File: config.mk
export PLATFORM = sky130hd
export DESIGN_NAME = link_arbiter_flat
export DESIGN_NICKNAME = d
export VERILOG_FILES = /design/src/link_pkg.sv /design/src/vc_if.sv /design/src/link_arbiter.sv /design/src/flat_wrapper.sv
export SDC_FILE = /design/constraint.sdc
export NUM_CORES = 1
export LEC_CHECK = 0
export BUFFER_PORTS_ARGS = -buffer_cell sky130_fd_sc_hd__buf_4
export CORE_MARGIN = 4
export CORE_UTILIZATION = 35
export DETAILED_ROUTE_END_ITERATION = 7
export GPL_TIMING_DRIVEN = 0
export HOLD_SLACK_MARGIN = 0.12
export PLACE_DENSITY_LB_ADDON = 0.05
export SYNTH_ARGS = -nofsm -noshare
export SYNTH_HDL_FRONTEND = slang
export SYNTH_SLANG_ARGS = --single-unit
File: constraint.sdc
create_clock -name clk -period 1.7 [get_ports clk]
set_input_delay 0.34 -clock clk [delete_from_list [all_inputs] [get_ports clk]]
set_output_delay 0.34 -clock clk [all_outputs]
set_load 0.05 [all_outputs]
File: src/link_pkg.sv
`default_nettype none

// Link and flit format definitions

package link_pkg;

  // --------------------
  // Link format
  // --------------------

  // Flit payload width
  localparam int FLIT_W = 16;

  // Virtual channels sharing the link
  localparam int NUM_VC = 2;

  // Flit payload
  typedef logic [FLIT_W-1:0] flit_t;

  // Virtual channel number carried next to the flit
  typedef logic [$clog2(NUM_VC)-1:0] vc_id_t;

  // --------------------
  // Arbiter state
  // --------------------

  // Channel that wins when both are eligible
  typedef enum logic [0:0] {
    PRIO_VC0 = 1'b0,
    PRIO_VC1 = 1'b1
  } arb_state_t;

endpackage : link_pkg

`default_nettype wire

File: src/vc_if.sv
`timescale 1ns/1ps
`default_nettype none

// Channel sender to link arbiter connection
interface vc_if
  import link_pkg::*;
();

  // Holding register is full
  logic  pending;

  // Held payload, valid while pending
  flit_t flit;

  // At least one credit available this cycle
  logic  can_send;

  // Flit and one credit are taken at the next edge
  logic  grant;

  // Channel side
  modport sender (
    output pending,
    output flit,
    output can_send,
    input  grant
  );

  // Arbiter side
  modport arbiter (
    input  pending,
    input  flit,
    input  can_send,
    output grant
  );

endinterface : vc_if

`default_nettype wire

File: src/link_arbiter.sv
`timescale 1ns/1ps
`default_nettype none

// Two-channel round-robin arbiter driving the registered link
module link_arbiter
  import link_pkg::*;
(
  input  wire logic clk,
  input  wire logic arst_n,
  vc_if.arbiter     vc0,
  vc_if.arbiter     vc1,
  output logic      link_valid,
  output vc_id_t    link_vc,
  output flit_t     link_flit
);

  // --------------------
  // Selection
  // --------------------

  arb_state_t prio_q;
  logic       elig0;
  logic       elig1;
  logic       grant0;
  logic       grant1;
  logic       any_grant;
  logic       contention;

  // Held flit and a credit behind it
  assign elig0 = vc0.pending & vc0.can_send;
  assign elig1 = vc1.pending & vc1.can_send;

  assign contention = elig0 & elig1;

  // Lone eligible channel wins outright, priority settles ties
  assign grant0 = elig0 & (!elig1 | (prio_q == PRIO_VC0));
  assign grant1 = elig1 & (!elig0 | (prio_q == PRIO_VC1));

  assign any_grant = grant0 | grant1;

  assign vc0.grant = grant0;
  assign vc1.grant = grant1;

  // Priority moves away from the winner only on a tie
  always_ff @(posedge clk or negedge arst_n) begin
    if (!arst_n) begin
      prio_q <= PRIO_VC0;
    end else if (contention) begin
      prio_q <= (prio_q == PRIO_VC0) ? PRIO_VC1 : PRIO_VC0;
    end
  end

  // --------------------
  // Link register
  // --------------------

  // One valid cycle per granted flit, one cycle after the grant
  always_ff @(posedge clk or negedge arst_n) begin
    if (!arst_n) begin
      link_valid <= 1'b0;
    end else begin
      link_valid <= any_grant;
    end
  end

  // Payload and channel tag, meaningful only with link_valid
  always_ff @(posedge clk) begin
    if (any_grant) begin
      link_vc   <= vc_id_t'(grant1);
      link_flit <= grant1 ? vc1.flit : vc0.flit;
    end
  end

  // Never both channels in one cycle
  grant_onehot_a : assert property (
    @(posedge clk) disable iff (!arst_n)
    $onehot0({vc1.grant, vc0.grant})
  );

  // Grants only go to a channel that asked and holds credit
  grant_eligible_a : assert property (
    @(posedge clk) disable iff (!arst_n)
    (vc0.grant |-> (vc0.pending && vc0.can_send)) and
    (vc1.grant |-> (vc1.pending && vc1.can_send))
  );

endmodule : link_arbiter

`default_nettype wire

File: src/flat_wrapper.sv
// flat-port wrapper written by rule: the top's interface ports become plain ports
module link_arbiter_flat import link_pkg::*;
  (clk, arst_n, link_valid, link_vc, link_flit, vc0_pending, vc0_flit, vc0_can_send, vc0_grant, vc1_pending, vc1_flit, vc1_can_send, vc1_grant);
  vc_if vc0_i ();
  vc_if vc1_i ();
  input  wire logic clk;
  input  wire logic arst_n;
  output logic link_valid;
  output vc_id_t link_vc;
  output flit_t link_flit;
  input wire logic [$bits(vc0_i.pending)-1:0] vc0_pending;
  input wire logic [$bits(vc0_i.flit)-1:0] vc0_flit;
  input wire logic [$bits(vc0_i.can_send)-1:0] vc0_can_send;
  output wire logic [$bits(vc0_i.grant)-1:0] vc0_grant;
  input wire logic [$bits(vc1_i.pending)-1:0] vc1_pending;
  input wire logic [$bits(vc1_i.flit)-1:0] vc1_flit;
  input wire logic [$bits(vc1_i.can_send)-1:0] vc1_can_send;
  output wire logic [$bits(vc1_i.grant)-1:0] vc1_grant;
  assign vc0_i.pending = vc0_pending;
  assign vc0_i.flit = vc0_flit;
  assign vc0_i.can_send = vc0_can_send;
  assign vc0_grant = vc0_i.grant;
  assign vc1_i.pending = vc1_pending;
  assign vc1_i.flit = vc1_flit;
  assign vc1_i.can_send = vc1_can_send;
  assign vc1_grant = vc1_i.grant;
  link_arbiter u_core (.clk(clk), .arst_n(arst_n), .vc0(vc0_i), .vc1(vc1_i), .link_valid(link_valid), .link_vc(link_vc), .link_flit(link_flit));
endmodule
==> results of run 1 <==
## cell type report
type / count / area (um^2) / area share
Inverter: 1 / 3.75 / 0.00274
Clock buffer: 4 / 26.3 / 0.0192
Sequential cell: 19 / 561 / 0.410
Buffer: 1 / 20.0 / 0.0146
Timing Repair Buffer: 61 / 460 / 0.336
Multi-Input combinational cell: 23 / 263 / 0.192
Tap cell: 28 / 35.0 / 0.0256
## Yosys cell counts
cell type / instances
nor2_1: 1
nand2_1: 3
o21bai_4: 1
edfxtp_1: 17
xor2_1: 1
mux2_4: 9
dfrtp_1: 2
inv_1: 1
buf_6: 1
a31oi_1: 1
mux2_2: 7
## registers in the layout, summed over array words and instances, names as in the netlist
signal,count
u_core.link_flit,16
u_core.link_valid,1
u_core.link_vc,1
u_core.prio_q,1
## worst register-to-register path: cells and delay by family, from the launching register on
kind / cells / cell delay [ps]
flip-flops: 1 / 440
buffers and inverters: 2 / 310
multiplexers: 1 / 310
AO/OA/AOI/OAI: 1 / 190
## routing by layer
layer	vias to the layer above	GRT usage	wire, um
met4	0	0.0397	0
met3	0	0.0271	146
li1	297	-	-
met5	-	0	0
met2	27	0.197	1030
met1	264	0.115	596
## stage by stage
| stage | setup slack [ps] | cell area (um^2) |
|---|---|---|
| after floorplan | 80.7 | 838 |
| after global routing | 21.8 | 1370 |
| after detailed placement | 36.6 | 1300 |
| after global placement | 60.0 | 1300 |
| after CTS | 10.4 | 1350 |
| final | 88.0 | 1370 |
## worst min path at each step
stage,start,end,slack [ps]
detailed placement,arst_n,u_core.prio_q,120
global route,arst_n,u_core.prio_q,330
CTS,vc1_flit[12],u_core.link_flit[12],330
global placement,arst_n,u_core.prio_q,120
floorplan,arst_n,u_core.link_valid,40
finish,vc1_flit[12],u_core.link_flit[12],340
## timing repair
action                                  4_1_cts  5_1_grt
hold buffers                                  1        0
buffers inserted                              1        2
endpoints found under the setup margin        1        1
resized for setup                             1        1
hold endpoints to repair                      2        0
pin swaps                                     1        1
## cells in the final DEF (no fill, tap or decap)
| cell type | count |
|---|---|
| buf_4 | 60 |
| edfxtp_1 | 17 |
| mux2_4 | 9 |
| mux2_2 | 7 |
| nand2_1 | 3 |
| clkbuf_4 | 3 |
| dfrtp_1 | 2 |
| o21bai_4 | 1 |
| buf_12 | 1 |
| inv_1 | 1 |
| a31oi_1 | 1 |
| nor2_1 | 1 |
| xor2_1 | 1 |
| clkbuf_1 | 1 |
| dlygate4sd3_1 | 1 |
## cells by family (layout without fill, tap and decap cells)
kind of cell | Yosys count | after routing | share of synthesized area
mux | 16 | 16 | 0.255
compound gates | 2 | 2 | 0.0299
buf+inv | 2 | 67 | 0.0179
xor+xnor | 1 | 1 | 0.0104
simple gates | 4 | 4 | 0.0179
flops | 19 | 19 | 0.669
## power by group
group,internal [W],switching (W),leakage [nW],total (W)
combinational,0.000170,0.000199,0.443,0.000369
clock,0.0000911,0.000132,0.0150,0.000223
sequential,0.000565,0.0000255,0.189,0.000590
total,0.000826,0.000356,0.647,0.00118
==> results.ini, run 1 <==
[outcome]
status=finished, final reports clean

[global_routing]
track_usage=0.106
grt_pass1_wl_mm=2.66
grt_max_degree=19
overflow=0
antenna_found_initial=0
grt_pass1_vias=596

[sta]
slew_viol_final=0
hold_violations=0
setup-tns-final_ps=0
hold_slack_ps=342
setup_viol=0
tightestPinTransition_ps=742
max_slew_margin=0.504
period_needed_ps=1610
fin_crit_sh=0.948
rsz0062_at_grt=no
max_freq_mhz=620
clock_skew_ps=0.792

[worst_setup_path]
cpPeakStageDelay_ps=440
crit_chain=o21bai_4 > buf_12 > inv_1 > buf_4
crit_fanout=3
r2r-end=u_core.link_flit[6]
start_kind=flop
r2r-start=u_core.prio_q
worst-path-buf-inv=3
critPathLaunch=u_core.prio_q
slowest_stage=dfrtp_1
r2r_cells=4
end_kind=output port
cp.depth=4
rrSetupSlack_ps=210
setup.worst_path.end=vc1_grant
path_class=flop to output port
critPathTopFamily=flip-flops
critPathArrivalTime_ps=1270
critical_path_required_ps=1360

[power]
leakagePower_nw=0.647
total_power_w=0.00118
ir_drop_mv=0.560
power_density_mw_per_mm2=864

[hold_path]
whs_path_depth=2
hold_path.class=primary input to flop

[yosys]
synth_cells=44
ys_seq_area_frac=0.669
synth.avg_cell_area_um2=19.1
ys_types=11
synth_area_um2=838
syn_nets=82
synthTopCellsByArea=edfxtp_1, mux2_4, mux2_2
synth_top_area_share=0.609
synth_warnings=0
synth.largest_area_cell=edfxtp_1
ys_ff_latch=19

[finish]
n_antenna_cell=0
n_fill_cell=186
final_nets=148
layoutNonFillerInstCount=137
final_core_util=0.607
area_growth_pct=63.3
drive_gt1_frac=0.743

[place]
portBuffers=57
routabilityCongestion=0.678
placedCellCount=129

[clock_tree]
cts_tree=done
cts_buffers=3
insertion_delay_ps=290
clock_path_buffers=2
root_buffer=clkbuf_4
htree_levels=1
clkSinkCount=19
clk_pin_slew_ps=100

[routing]
via_count=588
drt_pre_antenna_iters=3
ant_nets=0
dr.first_iter.drc_count=14
routed_wl_mm=1.77
drc=0
via_per_inst=4.29
routedWlPerCell_um=12.9

[die]
die-area_mm2=0.00324
ios=58
die_h_um=56.9
dieWidth_um=56.9
start_util=0.372
rows=17
core_area_mm2=0.00225

[flow_run]
cap_violations=0

(Power assumes the default switching activity.)
==> inputs of run 2 (changes only) <==
--- a/config.mk
+++ b/config.mk
@@ -12,6 +12,7 @@
 export GPL_TIMING_DRIVEN = 0
 export HOLD_SLACK_MARGIN = 0.12
 export PLACE_DENSITY_LB_ADDON = 0.05
+export SETUP_SLACK_MARGIN = 0.15
 export SYNTH_ARGS = -nofsm -noshare
 export SYNTH_HDL_FRONTEND = slang
 export SYNTH_SLANG_ARGS = --single-unit
==> results.ini, run 2 (synthesized netlist as in run 1, its figures left out) <==
[outcome]
status=finished, final reports clean

[die]
die-area_mm2=0.00324
ios=58
start_util=0.372
die_h_um=56.9
core_area_mm2=0.00225
rows=17
dieWidth_um=56.9

[sta]
tightestPinTransition_ps=725
setup-tns-final_ps=0
slew_viol_final=0
period_needed_ps=1520
clock_skew_ps=3.18
setup_viol=0
rsz0062_at_grt=yes
max_freq_mhz=658
max_slew_margin=0.515
fin_crit_sh=0.894
hold_violations=0

[clock_tree]
clk_pin_slew_ps=100
root_buffer=clkbuf_4
clkSinkCount=19
clock_path_buffers=2
cts_tree=done
cts_buffers=3
htree_levels=1
insertion_delay_ps=290

[worst_setup_path]
r2r-end=u_core.link_flit[13]
critical_path_required_ps=1360
crit_fanout=3
cpPeakStageDelay_ps=450
r2r_cells=4
worst-path-buf-inv=2
critPathArrivalTime_ps=1180
rrSetupSlack_ps=220
end_kind=output port
r2r-start=u_core.prio_q
critPathTopFamily=flip-flops
slowest_stage=dfrtp_2
start_kind=flop
crit_chain=buf_4 > a31oi_2 > buf_6
path_class=flop to output port

[finish]
regArea_um2=562
multiInputGateArea_um2=269
top_register=u_core.link_flit
n_fill_cell=185
largest_register_ffs=16
final_nets=150
final_common_cell=buf_4
drive_gt1_frac=0.775
area_growth_pct=67.0
n_antenna_cell=0
mostFrequentLayoutCells=buf_4, edfxtp_1, mux2_4, mux2_2

[power]
leakagePower_nw=0.655
ir_drop_mv=0.524
total_power_w=0.00123
power_density_mw_per_mm2=877

[hold_path]
hold_path.class=primary input to flop
hold_start=vc0_flit[5]
whs_path_depth=2
hold_end=u_core.link_flit[5]

[routing]
ant_nets=0
drt_pre_antenna_iters=3
dr.first_iter.drc_count=1
routed_wl_mm=1.88
routedWlPerCell_um=13.5
drc=0
via_per_inst=4.42
via_count=615

[global_routing]
antenna_found_initial=0
grt_max_degree=19
grt_pass1_vias=659
track_usage=0.119
overflow=0
grt_pass1_wl_mm=2.95

[place]
place_hpwl_mm=1.45
routabilityCongestion=0.683
portBuffers=57

[flow_run]
cap_violations=0

-- run 2: what timing repair did --
item / 4_1_cts / 5_1_grt
pin swaps: 1 / 0
hold buffers: 1 / 0
gates resized for setup: 4 / 3
endpoints found under the setup margin: 4 / 2
endpoints found under the hold margin: 2 / 0
buffers inserted: 4 / 1
-- run 2: metrics by stage --
step	setup slack [ps]	area [um^2]	hold slack [ps]	instances	utilization
after floorplan	257	845	44.4	44	-
after global placement	44.2	1310	123	129	0.580
after detailed placement	18.9	1310	124	129	0.580
after CTS	145	1380	331	138	0.613
after global routing	129	1400	329	139	0.621
final	180	1400	344	139	0.621
-- run 2: worst max-delay path by stage --
stage	startpoint	cells after the start	endpoint	slack, ps
global placement	vc0_pending	6	vc1_grant	40
finish	u_core.prio_q	3	vc0_grant	180
detailed placement	vc0_pending	6	vc1_grant	20
floorplan	vc1_pending	4	vc1_grant	260
global route	u_core.prio_q	4	vc1_grant	130
CTS	u_core.prio_q	3	vc0_grant	140
-- run 2: layout make-up --
cell class | instances | share of cell area
Sequential cell | 19 | 0.401
Timing Repair Buffer | 63 | 0.348
Multi-Input combinational cell | 23 | 0.192
Tap cell | 28 | 0.0250
Clock buffer | 4 | 0.0188
Buffer | 1 | 0.0107
Inverter | 1 | 0.00447
-- run 2: power breakdown --
group | switching [W] | internal [W] | leakage, nW | total, W
clock | 0.000128 | 0.0000912 | 0.0150 | 0.000219
combinational | 0.000214 | 0.000201 | 0.453 | 0.000415
sequential | 0.0000257 | 0.000567 | 0.188 | 0.000593
-- run 2: layer usage --
layer	GRT usage	wire (um)	up-vias
met3	0.0385	187	0
li1	-	-	301
met2	0.233	1080	33
met1	0.116	611	281
met5	0	0	-
met4	0.0397	0	0
==> inputs of run 3 (changes only) <==
==> constraint.sdc (replaced) <==
create_clock -name clk -period 1.5 [get_ports clk]
set_input_delay 0.3 -clock clk [delete_from_list [all_inputs] [get_ports clk]]
set_output_delay 0.3 -clock clk [all_outputs]
set_load 0.05 [all_outputs]
==> results.ini, run 3 (synthesized netlist as in run 1, its figures left out) <==
[worst_setup_path]
slowest_stage=dfrtp_2
r2r_cells=4
cpMostUsedCell=buf_6
end_kind=output port
r2r-end=u_core.link_flit[9]
crit_chain=buf_6 > a31oi_4 > buf_6
critical_path_required_ps=1200
critPathTopFamily=flip-flops
r2r-start=u_core.prio_q
start_kind=flop
rrSetupSlack_ps=60
crit_fanout=2
path_class=flop to output port
worst-path-buf-inv=2
critPathArrivalTime_ps=1150
cpPeakStageDelay_ps=440

[routing]
dr.first_iter.drc_count=4
drc=0
routedWlPerCell_um=13.3
via_count=611
ant_nets=0
drt_pre_antenna_iters=2
via_per_inst=4.43
routed_wl_mm=1.83

[clock_tree]
cts_tree=done
insertion_delay_ps=290
clkSinkCount=19
clk_pin_slew_ps=100
clock_path_buffers=2
cts_buffers=3
htree_levels=1
root_buffer=clkbuf_4

[finish]
final_common_cell=buf_4
n_fill_cell=191
largest_register_ffs=16
final_area_mm2=0.00141
multiInputGateArea_um2=280
area_growth_pct=67.9
regArea_um2=562
n_antenna_cell=0
final_nets=149
drive_gt1_frac=0.782
top_register=u_core.link_flit
final_core_util=0.624
mostFrequentLayoutCells=buf_4, edfxtp_1, mux2_4, mux2_2, clkbuf_4

[sta]
tightestPinTransition_ps=726
hold_slack_ps=297
rsz0062_at_grt=yes
max_slew_margin=0.515
setup_viol=0
fin_crit_sh=0.969
clock_skew_ps=0.817
max_freq_mhz=688
hold_violations=0
period_needed_ps=1450
slew_viol_final=0

[place]
routabilityCongestion=0.669
portBuffers=57
dpl_cell_area_mm2=0.00131
place_hpwl_mm=1.45

[outcome]
status=finished, final reports clean

[die]
die-area_mm2=0.00324
ios=58
die_h_um=56.9
rows=17
start_util=0.372
dieWidth_um=56.9
core_area_mm2=0.00225

[power]
leakagePower_nw=0.652
sw_frac_of_total=0.305
switching_power_w=0.000431
p_seq_frac=0.473
ir_drop_mv=0.696
pwr-share-comb=0.345
p_int_w=0.000984
power_density_mw_per_mm2=1000
clockPowerShare=0.182

[global_routing]
grt_pass1_vias=651
antenna_found_initial=0
track_usage=0.116
grt_pass1_wl_mm=2.90
grt_max_degree=19
overflow=0

[hold_path]
hold_start=vc0_flit[11]
hold_path.class=primary input to flop
whs_path_depth=2
hold_end=u_core.link_flit[11]

[flow_run]
cap_violations=0

run 3: power groups by stage:
| stage | Sequential [W] | Combinational, W | Clock (W) |
|---|---|---|---|
| after floorplan | 0.000817 | 0.000123 | 0 |
| after global placement | 0.000682 | 0.000404 | 0 |
| after detailed placement | 0.000687 | 0.000409 | 0 |
| after CTS | 0.000671 | 0.000491 | 0.000270 |
| after global routing | 0.000675 | 0.000518 | 0.000285 |
| final | 0.000669 | 0.000487 | 0.000257 |
run 3: final cells by class:
cell class              count  area share
plain buffers               1      0.0107
clock buffers               4      0.0187
inverters                   1     0.00444
multi-input cells          23       0.199
flip-flops and latches     19       0.399
well taps                  28      0.0249
repair buffers             62       0.343
run 3: how the worst max path moves through the flow:
stage | from | end | depth (start not counted)
2_1_floorplan | u_core.prio_q | u_core.link_flit[10] | 3
5_1_grt | u_core.prio_q | vc1_grant | 4
3_3_place_gp | vc0_pending | u_core.link_flit[8] | 5
4_1_cts | u_core.prio_q | vc1_grant | 4
6_report | u_core.prio_q | vc0_grant | 3
3_5_place_dp | vc0_pending | u_core.link_flit[10] | 5
run 3: repair_timing:
item | in CTS | in global routing
setup buffers | 4 | 0
setup endpoints to repair | 18 | 18
pin swaps | 1 | 1
hold buffers | 1 | 0
endpoints found under the hold margin | 2 | 0
gates resized for setup | 7 | 2
gates cloned | 0 | 0
run 3: stage by stage:
step           total power [W]  cells  setup WS (ps)  TNS, ps
3_5_place_dp           0.00110    129          -83.1     -790
6_report               0.00141    138           46.8        0
3_3_place_gp           0.00109    129          -76.2     -713
5_1_grt                0.00148    138          -1.05    -1.05
4_1_cts                0.00143    138           5.93        0
2_1_floorplan         0.000940     44            116        0
run 3: routing by layer:
| layer | share of wire | GRT usage | vias to the layer above |
|---|---|---|---|
| met1 | 0.34 | 0.129 | 277 |
| li1 | - | - | 299 |
| met2 | 0.56 | 0.209 | 33 |
| met4 | 0.011 | 0.0497 | 0 |
| met5 | 0 | 0 | - |
| met3 | 0.088 | 0.0271 | 2 |
